==> src/hw/memPkg.sv <==
package memPkg;

    // bytes in one word
    localparam int maxBytes = 4;

    typedef logic [31:0] addrT;

    typedef logic [8*maxBytes-1:0] wordT;

    typedef logic [7:0] byteT;

    // lane select within a word
    typedef logic [$clog2(maxBytes)-1:0] byteIdxT;

    // each value is its own byte count
    typedef enum logic [2:0] {
        len1 = 3'd1,
        len2 = 3'd2,
        len4 = 3'd4
    } lenT;

endpackage

==> src/hw/clientIf.sv <==
interface clientIf;
    import memPkg::*;

    logic req;
    logic ack;
    addrT addr;
    lenT  len;
    logic isWrite;
    wordT wdata;
    wordT rdata;

    modport client (
        output req,
        output addr,
        output len,
        output isWrite,
        output wdata,
        input  ack,
        input  rdata
    );

    modport controller (
        input  req,
        input  addr,
        input  len,
        input  isWrite,
        input  wdata,
        output ack,
        output rdata
    );

endinterface

==> src/hw/seqIf.sv <==
interface seqIf;
    import memPkg::*;

    logic start;
    addrT addr;
    lenT  len;
    logic isWrite;
    wordT wdata;
    logic done;

    modport ctrl (
        output start,
        output addr,
        output len,
        output isWrite,
        output wdata,
        input  done
    );

    modport seq (
        input  start,
        input  addr,
        input  len,
        input  isWrite,
        input  wdata,
        output done
    );

    // assembler only needs to know when a transfer begins
    modport mon (
        input start
    );

endinterface

==> src/hw/memArbiter.sv <==
module memArbiter (
    input  logic         clk,
    input  logic         rst,
    clientIf.controller  fetchPort,
    clientIf.controller  dataPort,
    seqIf.ctrl           seqCmd,
    input  memPkg::wordT i_word
);
    import memPkg::*;

    typedef enum logic [1:0] {
        stIdle,
        stBusy,
        stAcking
    } stateT;

    stateT state;
    logic  grantData;
    logic  startReg;
    logic  grantedReq;
    wordT  fetchRdata;
    wordT  dataRdata;

    assign grantedReq = grantData ? dataPort.req : fetchPort.req;

    // granted client holds its fields stable until ack
    assign seqCmd.start   = startReg;
    assign seqCmd.addr    = grantData ? dataPort.addr : fetchPort.addr;
    assign seqCmd.len     = grantData ? dataPort.len : fetchPort.len;
    assign seqCmd.isWrite = grantData ? dataPort.isWrite : fetchPort.isWrite;
    assign seqCmd.wdata   = grantData ? dataPort.wdata : fetchPort.wdata;

    assign fetchPort.ack   = (state == stAcking) && !grantData;
    assign dataPort.ack    = (state == stAcking) && grantData;
    assign fetchPort.rdata = fetchRdata;
    assign dataPort.rdata  = dataRdata;

    always_ff @(posedge clk) begin
        if (rst) begin
            state     <= stIdle;
            grantData <= 1'b0;
            startReg  <= 1'b0;
        end else begin
            startReg <= 1'b0;
            case (state)
                stIdle: begin
                    // data side wins a tie
                    if (dataPort.req) begin
                        grantData <= 1'b1;
                        startReg  <= 1'b1;
                        state     <= stBusy;
                    end else if (fetchPort.req) begin
                        grantData <= 1'b0;
                        startReg  <= 1'b1;
                        state     <= stBusy;
                    end
                end
                stBusy: begin
                    if (seqCmd.done) begin
                        state <= stAcking;
                    end
                end
                stAcking: begin
                    // stay here until the client lets go of req
                    if (!grantedReq) begin
                        state <= stIdle;
                    end
                end
                default: begin
                    state <= stIdle;
                end
            endcase
        end
    end

    // result capture, held through the ack phase
    always_ff @(posedge clk) begin
        if (state == stBusy && seqCmd.done) begin
            if (grantData) begin
                dataRdata <= i_word;
            end else begin
                fetchRdata <= i_word;
            end
        end
    end

endmodule

==> src/hw/byteSequencer.sv <==
module byteSequencer (
    input  logic            clk,
    input  logic            rst,
    input  logic            i_ioFull,
    seqIf.seq               seqCmd,
    output memPkg::addrT    o_memAddr,
    output logic            o_memWe,
    output memPkg::byteT    o_memWdata,
    output logic            o_byteValid,
    output memPkg::byteIdxT o_byteIdx
);
    import memPkg::*;

    logic    active;
    logic    isWrite;
    byteIdxT cnt;
    addrT    baseAddr;
    lenT     lenReg;
    wordT    wdataReg;
    addrT    heldAddr;
    logic    pendValid;
    byteIdxT pendIdx;
    byteIdxT lastIdx;
    logic    atLast;

    assign lastIdx = byteIdxT'(lenReg - 1);
    assign atLast  = (cnt == lastIdx);

    // a stall re-presents the previous address, so the RAM output
    // after the stall still belongs to the pending read byte
    assign o_memAddr = i_ioFull ? heldAddr : baseAddr + addrT'(cnt);

    assign o_memWe     = active && isWrite && !i_ioFull;
    assign o_memWdata  = wdataReg[8*cnt +: 8];
    assign o_byteValid = pendValid && !i_ioFull;
    assign o_byteIdx   = pendIdx;

    assign seqCmd.done = !i_ioFull &&
                         ((active && isWrite && atLast) ||
                          (pendValid && pendIdx == lastIdx));

    always_ff @(posedge clk) begin
        heldAddr <= o_memAddr;
    end

    always_ff @(posedge clk) begin
        if (rst) begin
            active    <= 1'b0;
            pendValid <= 1'b0;
        end else if (seqCmd.start) begin
            active    <= 1'b1;
            pendValid <= 1'b0;
        end else if (!i_ioFull) begin
            // read data comes back one cycle after its address
            pendValid <= active && !isWrite;
            if (active && atLast) begin
                active <= 1'b0;
            end
        end
    end

    always_ff @(posedge clk) begin
        if (seqCmd.start) begin
            baseAddr <= seqCmd.addr;
            lenReg   <= seqCmd.len;
            isWrite  <= seqCmd.isWrite;
            wdataReg <= seqCmd.wdata;
            cnt      <= '0;
        end else if (!i_ioFull && active) begin
            pendIdx <= cnt;
            if (!atLast) begin
                cnt <= cnt + 1'b1;
            end
        end
    end

endmodule

==> src/hw/wordAssembler.sv <==
module wordAssembler (
    input  logic            clk,
    input  logic            rst,
    seqIf.mon               seqMon,
    input  logic            i_byteValid,
    input  memPkg::byteIdxT i_byteIdx,
    input  memPkg::byteT    i_memRdata,
    output memPkg::wordT    o_word
);
    import memPkg::*;

    wordT wordReg;

    // lanes never written stay zero, which zero-extends short loads
    always_ff @(posedge clk) begin
        if (rst) begin
            wordReg <= '0;
        end else if (seqMon.start) begin
            wordReg <= '0;
        end else if (i_byteValid) begin
            wordReg[8*i_byteIdx +: 8] <= i_memRdata;
        end
    end

    // merge the incoming byte so the last one is visible together with done
    always_comb begin
        o_word = wordReg;
        if (i_byteValid) begin
            o_word[8*i_byteIdx +: 8] = i_memRdata;
        end
    end

endmodule

==> src/hw/memCtrlTop.sv <==
module memCtrlTop (
    input  logic         clk,
    input  logic         rst,
    input  logic         i_ioFull,

    // byte RAM
    input  memPkg::byteT i_memRdata,
    output memPkg::addrT o_memAddr,
    output logic         o_memWe,
    output memPkg::byteT o_memWdata,

    // instruction fetch
    input  logic         i_fetchReq,
    input  memPkg::addrT i_fetchAddr,
    output logic         o_fetchAck,
    output memPkg::wordT o_fetchInst,

    // load/store
    input  logic         i_dataReq,
    input  logic         i_dataWrite,
    input  memPkg::lenT  i_dataLen,
    input  memPkg::addrT i_dataAddr,
    input  memPkg::wordT i_dataWdata,
    output logic         o_dataAck,
    output memPkg::wordT o_dataRdata
);
    import memPkg::*;

    clientIf fetchIf ();
    clientIf dataIf ();
    seqIf    seqBus ();

    logic    byteValid;
    byteIdxT byteIdx;
    wordT    word;

    // fetch is always a full-word read
    assign fetchIf.req     = i_fetchReq;
    assign fetchIf.addr    = i_fetchAddr;
    assign fetchIf.len     = len4;
    assign fetchIf.isWrite = 1'b0;
    assign fetchIf.wdata   = '0;
    assign o_fetchAck      = fetchIf.ack;
    assign o_fetchInst     = fetchIf.rdata;

    assign dataIf.req     = i_dataReq;
    assign dataIf.addr    = i_dataAddr;
    assign dataIf.len     = i_dataLen;
    assign dataIf.isWrite = i_dataWrite;
    assign dataIf.wdata   = i_dataWdata;
    assign o_dataAck      = dataIf.ack;
    assign o_dataRdata    = dataIf.rdata;

    memArbiter memArbiter_inst (
        .clk       (clk),
        .rst       (rst),
        .fetchPort (fetchIf.controller),
        .dataPort  (dataIf.controller),
        .seqCmd    (seqBus.ctrl),
        .i_word    (word)
    );

    byteSequencer byteSequencer_inst (
        .clk         (clk),
        .rst         (rst),
        .i_ioFull    (i_ioFull),
        .seqCmd      (seqBus.seq),
        .o_memAddr   (o_memAddr),
        .o_memWe     (o_memWe),
        .o_memWdata  (o_memWdata),
        .o_byteValid (byteValid),
        .o_byteIdx   (byteIdx)
    );

    wordAssembler wordAssembler_inst (
        .clk         (clk),
        .rst         (rst),
        .seqMon      (seqBus.mon),
        .i_byteValid (byteValid),
        .i_byteIdx   (byteIdx),
        .i_memRdata  (i_memRdata),
        .o_word      (word)
    );

endmodule

==> config.mk <==
export PLATFORM = sky130hd
export DESIGN_NAME = memCtrlTop
export DESIGN_NICKNAME = d
export VERILOG_FILES = /design/src/hw/memPkg.sv /design/src/hw/clientIf.sv /design/src/hw/seqIf.sv /design/src/hw/memArbiter.sv /design/src/hw/byteSequencer.sv /design/src/hw/wordAssembler.sv /design/src/hw/memCtrlTop.sv
export SDC_FILE = /design/constraint.sdc
export NUM_CORES = 1
export LEC_CHECK = 0
export BUFFER_PORTS_ARGS = -buffer_cell sky130_fd_sc_hd__buf_2
export CAP_MARGIN = 5
export CORE_MARGIN = 3
export CORE_UTILIZATION = 53
export DETAILED_ROUTE_END_ITERATION = 6
export PLACE_DENSITY = 0.85
export REMOVE_ABC_BUFFERS = 1
export SLEW_MARGIN = 10
export SYNTH_ARGS = -nofsm -noshare
export SYNTH_HDL_FRONTEND = slang
export SYNTH_SLANG_ARGS = --single-unit
==> constraint.sdc <==
create_clock -name clk -period 3.6 [get_ports clk]
set_input_delay 0.72 -clock clk [delete_from_list [all_inputs] [get_ports clk]]
set_output_delay 0.72 -clock clk [all_outputs]
set_load 0.03 [all_outputs]
==> qor.yml, run 1 <==
routing:
  drt_iter0_drc: 487
  drtPass1Iterations: 4
  finalWirelength_um: 17640
  num_vias: 5656
  avgRoutedWirePerCell_um: 17.25
  drcViolationCount: 0
  detail_route.vias_per_cell: 5.529
  ant_nets: 0
synth:
  synth_ff_type: "edfxtp_1"
  synth_seq_cells: 205
  ys_seq_area_share_pct: 65.83
  syn_inst: 596
  synth-edff-count: 133
  synth_cell_types: 48
  synthArstFlopShare_pct: 0
  syn_area_per_cell_sq_um: 13.85
  netlist_area_sq_um: 8257
  yosys_warnings: 0
grt:
  antenna_found_initial: 0
  grt_overflow: 0
  grt_max_degree: 69
  grt_pass1_wl_um: 27150
  grt_pass1_vias: 5466
  grt_usage_pct: 20.01
timing:
  final_hold_viol_count: 0
  fin_skew_ps: 17.70
  rsz0062_at_grt: "no"
  finalMaxSlewViolations: 0
  layout_min_cycle_time_ps: 3437
  period_share_pct: 95.48
  worstMarginPinSlew_ps: 656.5
  setup_viol_count_final: 0
  max_freq_ghz: 0.2909
  relSlewSlack_pct: 56.05
floorplanning:
  ios: 220
  coreArea_sq_um: 14860
  dieArea_sq_um: 17110
  fp.dieW_um: 130.8
  fp-row-count: 44
  dieHeight_um: 130.8
  start_util_pct: 55.55
placement:
  io_buffers: 218
  gp_congestion: 0.7825
  detailed_place_hpwl_um: 12230
  placed_area_sq_um: 9573
  dp_cells: 982
pwr:
  leakagePower_nw: 4.196
  power_mw: 5.502
  ir_drop_mv: 0.3759
  power-per-cell-area_nw_per_um2: 532.5
finish:
  nets: 946
  drive_gt1_share_pct: 38.86
  final_cells: 1023
  n_antenna_cell: 0
  stdcell_area_sq_um: 10330
  syn_to_final_growth_pct: 25.13
setup_path:
  cp-end-kind: "output port"
  crit_type: "register to output port"
  arrival_ps: 2720
  startpoint_type: "register"
  cp_data_required_time_ps: 2880
  crit_fanout: 8
clock_network:
  clock-sinks: 205
  cts-buffers-inserted: 21
  clockBufferDepth: 3
  htreeDepth: 1
  tritoncts: "done"
  clk_root_buffer_cell: "clkbuf_16"
  postCtsHoldBufs: 0
  clk_pin_slew_ps: 60
  clk_latency_ps: 480
hold_path:
  holdCritPathClass: "register to register"
run:
  maxCapViolations: 0
status:
  outcome: "finished clean"
[flip-flops by register name, indices dropped and copies added (netlist names), 2 cells and up]
register	cells
byteSequencer_inst.lenReg	2
memArbiter_inst.fetchPort.rdata	32
byteSequencer_inst.cnt	2
byteSequencer_inst.heldAddr	32
byteSequencer_inst.wdataReg	32
wordAssembler_inst.wordReg	32
byteSequencer_inst.baseAddr	32
memArbiter_inst.dataPort.rdata	32
memArbiter_inst.state	2
byteSequencer_inst.o_byteIdx	2
[placed cells by master (no fill, tap or decap), types with 3 or more instances in the layout]
cell type and n:
clkinvlp_4 3, ha_1 7, clkbuf_1 3, inv_1 11
a31oi_1 16, and4_1 4, o21ai_0 15, buf_2 217
edfxtp_1 133, dfxtp_2 3, nor2_1 26, and3_1 3
or4_1 17, o211ai_1 3, xor2_1 8, a22o_1 32
nand2b_1 6, xnor2_1 4, a21oi_1 4, bufinv_16 3
or3_1 4, and2_1 36, nand3_1 10, o31ai_1 14
nand4_1 9, nand2_1 25, dfxtp_1 69, mux4_2 8
mux2_2 33, nor2b_1 34, a22oi_1 3, clkbuf_16 21
nand3b_1 4, buf_4 15, clkinv_2 3
[final cells by class]
class,count,area [sq um]
inverters,11,41.29
well taps,184,230.2
multi-input cells,353,2703
clock buffers,26,564.3
repair buffers,233,1219
flip-flops and latches,205,5439
clock inverters,11,135.1
fillers,996,4533
[synth_stat cells, types with 5 or more instances]
cell type  number  area share [%]
nor2b_1        35             2.7
o31ai_1        14             1.3
edfxtp_1      133              48
a22o_1         32             3.4
or4_1          17             1.5
nand3_1        11            0.67
and4_1          5            0.53
and2_1         36             2.7
mux4_2          8             2.2
xor2_1          8            0.85
ha_1            7             1.1
clkbuf_1       20            0.91
nand2b_1        7            0.53
nor2_1         28             1.3
inv_1          11            0.50
o21ai_0        15            0.91
mux2_2         33             4.5
dfxtp_1        72              17
a31oi_1        17             1.3
nand2_1        25             1.1
nand4_1         9            0.68
[where the power goes]
part           leakage, nW  internal (mW)  switching, mW
Combinational         1.94          0.242          0.382
Clock                0.334           1.33          0.855
Sequential            1.92           2.63         0.0665
Total                 4.20           4.20           1.30
[layer usage]
metal	part of all wire, %	global-route usage [%]
met1	41	25.09
met2	47	33.20
met3	8.8	5.854
met4	3.5	7.199
met5	0	0
[per-stage QoR]
stage / utilization, % / TNS [ps] / setup WS, ps / hold WS [ps]
after floorplan: - / -39.19 / -13.06 / 536.6
after global placement: 64.40 / 0 / 403.3 / 436.2
after detailed placement: 64.40 / 0 / 375.0 / 448.8
after CTS: 69.15 / 0 / 15.47 / 449.4
after global routing: 69.50 / 0 / 47.38 / 463.5
final: 69.50 / 0 / 162.7 / 461.3
[final timing paths]
check / start / end / slack (ps) / cells past startpoint
min reg2reg: byteSequencer_inst.heldAddr[9] / byteSequencer_inst.heldAddr[9] / 460 / 2
min: byteSequencer_inst.heldAddr[9] / byteSequencer_inst.heldAddr[9] / 460 / 2
max: byteSequencer_inst.cnt[1] / o_memAddr[28] / 160 / 7
max reg2reg: byteSequencer_inst.o_byteIdx[0] / wordAssembler_inst.wordReg[23] / 1070 / 6
[critical path, stage by stage, from the launching register on]
cell,delay (ps)
dfxtp_2,420
inv_1,110
fa_2,410
nor2b_2,170
nand3_2,180
or4_1,450
a31oi_1,240
buf_2,240
[cells by family (layout without fill, tap and decap cells)]
family	Yosys count	after routing	share of synthesized area (%)
flip-flops	205	205	65.83
AND/OR/NAND/NOR	194	195	14.38
AO/OA/AOI/OAI	95	95	8.395
multiplexers	43	43	6.925
buffers and inverters	39	281	1.894
XOR/XNOR	12	12	1.273
adder cells (fa/ha/maj)	8	8	1.303
[repair_timing]
| action | in CTS | in global routing |
|---|---|---|
| pin swaps | 0 | 2 |
| setup endpoints to repair | 6 | 15 |
| cloned | 0 | 1 |
| buffers inserted | 0 | 3 |
| resized for setup | 2 | 7 |
Power figures use the tool's default switching activity.
==> run 2, diff against run 1 <==
- CAP_MARGIN: 5 -> unset
- CORE_UTILIZATION: 53 -> 45
- PLACE_DENSITY: 0.85 -> 0.75
==> run 2 against run 1 <==
  * Die area grew 17%
  * Sequential power about the same
  * Total power increased by 0.69%
  * Critical path depth up 1
  * Count of clock-buffer cells in the layout fell by 1
  * Clock power increased by 2%
  * Utilization down 10 points
  * Combinational power is essentially flat
  * Design area up 0.65%
  * Non-clock buffer count up 2
  * Sequential share of layout area decreased by 0.34 points
  * Clock skew up 3.0 ps
  * Critical endpoint is now o_memAddr[6]
==> qor.yml, run 2 (same netlist as run 1, synthesis figures left out) <==
clock_network:
  htreeDepth: 1
  tritoncts: "done"
  clockBufferDepth: 3
  clk_root_buffer_cell: "clkbuf_16"
  clk_pin_slew_ps: 60
  cts-buffers-inserted: 21
  clock-sinks: 205
  postCtsHoldBufs: 0
  clk_latency_ps: 490
timing:
  final_hold_viol_count: 0
  max_freq_ghz: 0.2942
  period_share_pct: 94.40
  worstMarginPinSlew_ps: 912.5
  layout_min_cycle_time_ps: 3399
  finalMaxSlewViolations: 0
  setup_viol_count_final: 0
  relSlewSlack_pct: 39.17
  fin_skew_ps: 20.73
  rsz0062_at_grt: "no"
hold_path:
  min_from: "byteSequencer_inst.heldAddr[3]"
  holdCritPathClass: "register to register"
  worstHoldPathCells: 2
  holdPathEnd: "byteSequencer_inst.heldAddr[3]"
routing:
  drt_iter0_drc: 246
  finalWirelength_um: 17450
  detail_route.vias_per_cell: 5.245
  drcViolationCount: 0
  drtPass1Iterations: 5
  avgRoutedWirePerCell_um: 16.37
  num_vias: 5591
  ant_nets: 0
finish:
  drive_gt1_share_pct: 38.88
  n_antenna_cell: 0
  most-common-layout-cells: "buf_2 (217), edfxtp_1 (133), dfxtp_1 (69), and2_1 (36), nor2b_1 (34)"
  fill_cells: 1375
  fin_util_pct: 59.09
  syn_to_final_growth_pct: 25.94
  multi_input_area_sq_um: 2703
  nets: 948
  ff_latch_area_sq_um: 5439
  final_cells: 1066
  mostFrequentLayoutCell: "buf_2"
floorplanning:
  fp.dieW_um: 141.5
  start_util_pct: 46.92
  dieHeight_um: 141.5
  fp-row-count: 48
  dieArea_sq_um: 20010
  coreArea_sq_um: 17600
  ios: 220
grt:
  antenna_found_initial: 0
  grt_pass1_vias: 5289
  grt_pass1_wl_um: 26980
  grt_usage_pct: 16.55
  grt_overflow: 0
  grt_max_degree: 72
placement:
  detailed_place_hpwl_um: 12040
  io_buffers: 218
  dp_cells: 1024
  gp_congestion: 0.7643
setup_path:
  cp-end-kind: "output port"
  crit_fanout: 7
  cp_data_required_time_ps: 2880
  regToRegSetupSlack_ps: 960
  arrival_ps: 2680
  r2r_end: "wordAssembler_inst.wordReg[23]"
  r2r_start: "byteSequencer_inst.o_byteIdx[0]"
  startpoint_type: "register"
  crit_type: "register to output port"
  reg2reg_depth: 6
status:
  outcome: "finished clean"
run:
  maxCapViolations: 0
pwr:
  power-per-cell-area_nw_per_um2: 532.7
  leakagePower_nw: 4.211
  power_mw: 5.540
  ir_drop_mv: 0.3930
run 2: cell types whose count changed in the layout (fill, tap and decap cells not counted), sizes merged:
cell and delta:
clkinvlp -2, buf +2, clkinv +2, bufinv +1, clkbuf -1
run 2: layer usage:
| metal | wire length, um | vias up | global-route usage, % |
|---|---|---|---|
| met3 | 1442 | 29 | 4.617 |
| met2 | 8090 | 215 | 27.19 |
| li1 | - | 2718 | - |
| met4 | 362 | 0 | 4.646 |
| met1 | 7555 | 2629 | 21.71 |
| met5 | 0 | - | 0 |
run 2: report_power, final:
| part | internal (mW) | leakage (nW) | switching, mW | total (mW) |
|---|---|---|---|---|
| combinational | 0.241 | 1.95 | 0.386 | 0.627 |
| sequential | 2.63 | 1.92 | 0.0582 | 2.69 |
| clock | 1.38 | 0.347 | 0.848 | 2.23 |
| total | 4.25 | 4.21 | 1.29 | 5.54 |
run 2: worst max-delay path by stage:
| stage | startpoint | endpoint | slack (ps) | cells past startpoint |
|---|---|---|---|---|
| 3_5_place_dp | byteSequencer_inst.cnt[1] | o_memAddr[26] | 370 | 7 |
| 2_1_floorplan | byteSequencer_inst.cnt[0] | o_memAddr[26] | -10 | 7 |
| 6_report | byteSequencer_inst.cnt[1] | o_memAddr[6] | 200 | 8 |
| 5_1_grt | byteSequencer_inst.cnt[0] | o_memAddr[30] | 70 | 8 |
| 4_1_cts | byteSequencer_inst.cnt[1] | o_memAddr[26] | 20 | 7 |
| 3_3_place_gp | byteSequencer_inst.cnt[1] | o_memAddr[26] | 400 | 7 |
run 2: timing repair:
item | CTS | global route
endpoints found under the setup margin | 6 | 14
pin swaps | 0 | 2
resized for setup | 3 | 5
cloned | 0 | 1
setup buffers | 0 | 4
run 2: final cells by class:
cell class | instances | share of cell area [%]
sequential | 205 | 52.30
multi-input combinational | 353 | 25.99
timing repair buffer | 235 | 11.74
clock buffer | 25 | 5.294
tap | 225 | 2.707
clock inverter | 12 | 1.564
inverter | 11 | 0.3971
run 2: critical path, stage by stage (launching register included):
cell     delay (ps)
dfxtp_2         420
inv_1           110
fa_2            410
nor2b_2         170
buf_4           170
nand4_1         120
xor2_1          150
o21ai_0         360
buf_2           280
run 2: through the flow:
step	TNS, ps	worst slack (ps)	hold WS, ps	cell area (sq um)
after CTS	0	22.15	453.3	10340
after global routing	0	66.07	468.6	10400
final	0	201.4	463.0	10400
after global placement	0	404.4	436.7	9619
after detailed placement	0	373.5	447.8	9619
after floorplan	-39.19	-13.06	536.6	8142
==> run 3, diff against run 2 <==
- PLACE_DENSITY: 0.75 -> 0.78
- clock period: 3.6 -> 2.8 ns (I/O delays scaled with it)
==> run 3 against run 2 <==
  * Global-route usage grew 1.7 points
  * Wire length grew 9.8%
  * Total power grew 26%
  * Final cell count grew 2.2%
  * The run now ends with negative setup slack left
  * Largest power group unchanged
==> qor.yml, run 3 (same netlist as run 1, synthesis figures left out) <==
setup_path:
  crit_buf_inv: 3
  critical_path_depth: 8
  arrival_ps: 2580
  worstPathCellList: "ha_1 > a21o_1 > buf_6 > nand4_1 > buf_4 > or4_4 > nand3_2 > buf_6"
  cp-end-kind: "output port"
  cpMostUsedCell: "buf_6"
  cp_slowest_cell: "or4_4"
  crit_fanout: 5
  reg2reg_depth: 6
  max_stage_delay_ps: 410
  crit_type: "register to output port"
  cp_data_required_time_ps: 2240
  critPathTopFamily: "simple AND/OR/NAND/NOR gates"
  startpoint_type: "register"
hold_path:
  worstHoldPathCells: 2
  holdCritPathClass: "input port to register"
timing:
  fin_skew_ps: 16.87
  relSlewSlack_pct: 56.85
  final_hold_viol_count: 0
  period_share_pct: 112.2
  setup_ws_ps: -341.0
  finalMaxSlewViolations: 0
  worstMarginPinSlew_ps: 644.5
  layout_min_cycle_time_ps: 3141
  max_freq_ghz: 0.3184
  rsz0062_at_grt: "yes"
  setup_viol_count_final: 27
floorplanning:
  ios: 220
  dieHeight_um: 141.5
  fp-row-count: 48
  dieArea_sq_um: 20010
  start_util_pct: 46.92
  fp.dieW_um: 141.5
  coreArea_sq_um: 17600
placement:
  gp_congestion: 0.7943
  placed_area_sq_um: 9767
  dp_cells: 1042
  detailed_place_hpwl_um: 12710
  io_buffers: 218
finish:
  nets: 970
  mostFrequentLayoutCell: "buf_2"
  final_cells: 1089
  fin_util_pct: 62.71
  most-common-layout-cells: "buf_2 (189), edfxtp_1 (133), dfxtp_1 (70), buf_4 (43), and2_1 (36)"
  n_antenna_cell: 0
  syn_to_final_growth_pct: 33.66
  drive_gt1_share_pct: 45.72
  stdcell_area_sq_um: 11040
pwr:
  comb_power_share_pct: 13.7
  seqPwrFrac_pct: 49.6
  leakagePower_nw: 4.451
  p_clk_share_pct: 36.7
  power-per-cell-area_nw_per_um2: 634.0
  p_int_mw: 5.262
  ir_drop_mv: 0.4925
  switchingPower_mw: 1.734
  swShare_pct: 24.79
clock_network:
  cts-buffers-inserted: 21
  clk_latency_ps: 490
  clock-sinks: 205
  clk_root_buffer_cell: "clkbuf_16"
  htreeDepth: 1
  tritoncts: "done"
  clk_pin_slew_ps: 60
  clockBufferDepth: 3
routing:
  avgRoutedWirePerCell_um: 17.60
  drcViolationCount: 0
  ant_nets: 0
  num_vias: 5800
  wl_met3_um: 1659
  finalWirelength_um: 19160
  drt_iter0_drc: 315
  drtPass1Iterations: 5
  detail_route.vias_per_cell: 5.326
  dr.max_layer_used: "met4"
  met2WireLength_um: 9204
  wl_met1_um: 7828
status:
  outcome: "finished, violations left"
  violations: "negative setup slack"
run:
  maxCapViolations: 0
grt:
  antenna_found_initial: 0
  grt_pass1_wl_um: 29680
  grt_overflow: 0
  grt_usage_pct: 18.26
  grt_pass1_vias: 5787
  grt_max_degree: 69
## run 3: cell count changes in the layout (fill, tap and decap cells not counted), sizes merged
cell	delta
inv	+2
bufinv	-4
clkbuf	+4
clkinvlp	-1
buf	+22
## run 3: final timing paths
check	startpoint	endpoint	slack (ps)
max	byteSequencer_inst.baseAddr[1]	o_memAddr[9]	-340
min	rst	memArbiter_inst.state[1]	310
max reg2reg	byteSequencer_inst.cnt[1]	memArbiter_inst.dataPort.rdata[9]	540
min reg2reg	byteSequencer_inst.heldAddr[10]	byteSequencer_inst.heldAddr[10]	470
## run 3: per-stage QoR
| stage | TNS [ps] | hold slack (ps) | total power [mW] | setup WS, ps |
|---|---|---|---|---|
| floorplan | -32060 | 536.6 | 4.025 | -653.1 |
| global route | -9282 | 305.1 | 7.284 | -469.5 |
| CTS | -6379 | 298.0 | 6.993 | -407.0 |
| finish | -6046 | 314.4 | 6.996 | -341.0 |
| detailed placement | -156.7 | 441.6 | 4.352 | -67.71 |
| global placement | -16.07 | 437.2 | 4.334 | -16.07 |
## run 3: cell type report
type                    instances  area, sq um
fillers                      1292         6561
flip-flops and latches        205         5438
repair buffers                257         1559
inverters                      11        41.29
clock buffers                  29        585.6
clock inverters                 9        53.80
well taps                     225        281.5
multi-input cells             353         3077
## run 3: worst register-to-register path: cells and delay by family, from the launching register on
kind                      cells  cell delay, ps
xor gates and xnor gates      1             230
muxes                         1             430
and+or+nand+nor               1             120
buffers and inverters         2             560
AOI/OAI and AO/OA             1             200
DFF                           1             340
## run 3: per-layer routing
layer / track usage (%) / vias up
li1: - / 2770
met1: 23.90 / 2747
met2: 30.25 / 240
met3: 4.584 / 43
met4: 5.505 / 0
met5: 0 / -
## run 3: what timing repair did
item                                    CTS  global route
hold buffers                              0             0
gates resized for setup                  80            61
pin swaps                                27            18
buffers inserted                          5             4
endpoints found under the setup margin   30            30
gates cloned                              1             0
hold endpoints to repair                  0             0
## run 3: power groups by stage
stage               Sequential, mW  Clock [mW]  Combinational [mW]
floorplan                     3.56           0               0.463
global placement              3.52           0               0.816
detailed placement            3.53           0               0.825
CTS                           3.46        2.63               0.901
global route                  3.49        2.76                1.04
finish                        3.47        2.57               0.960
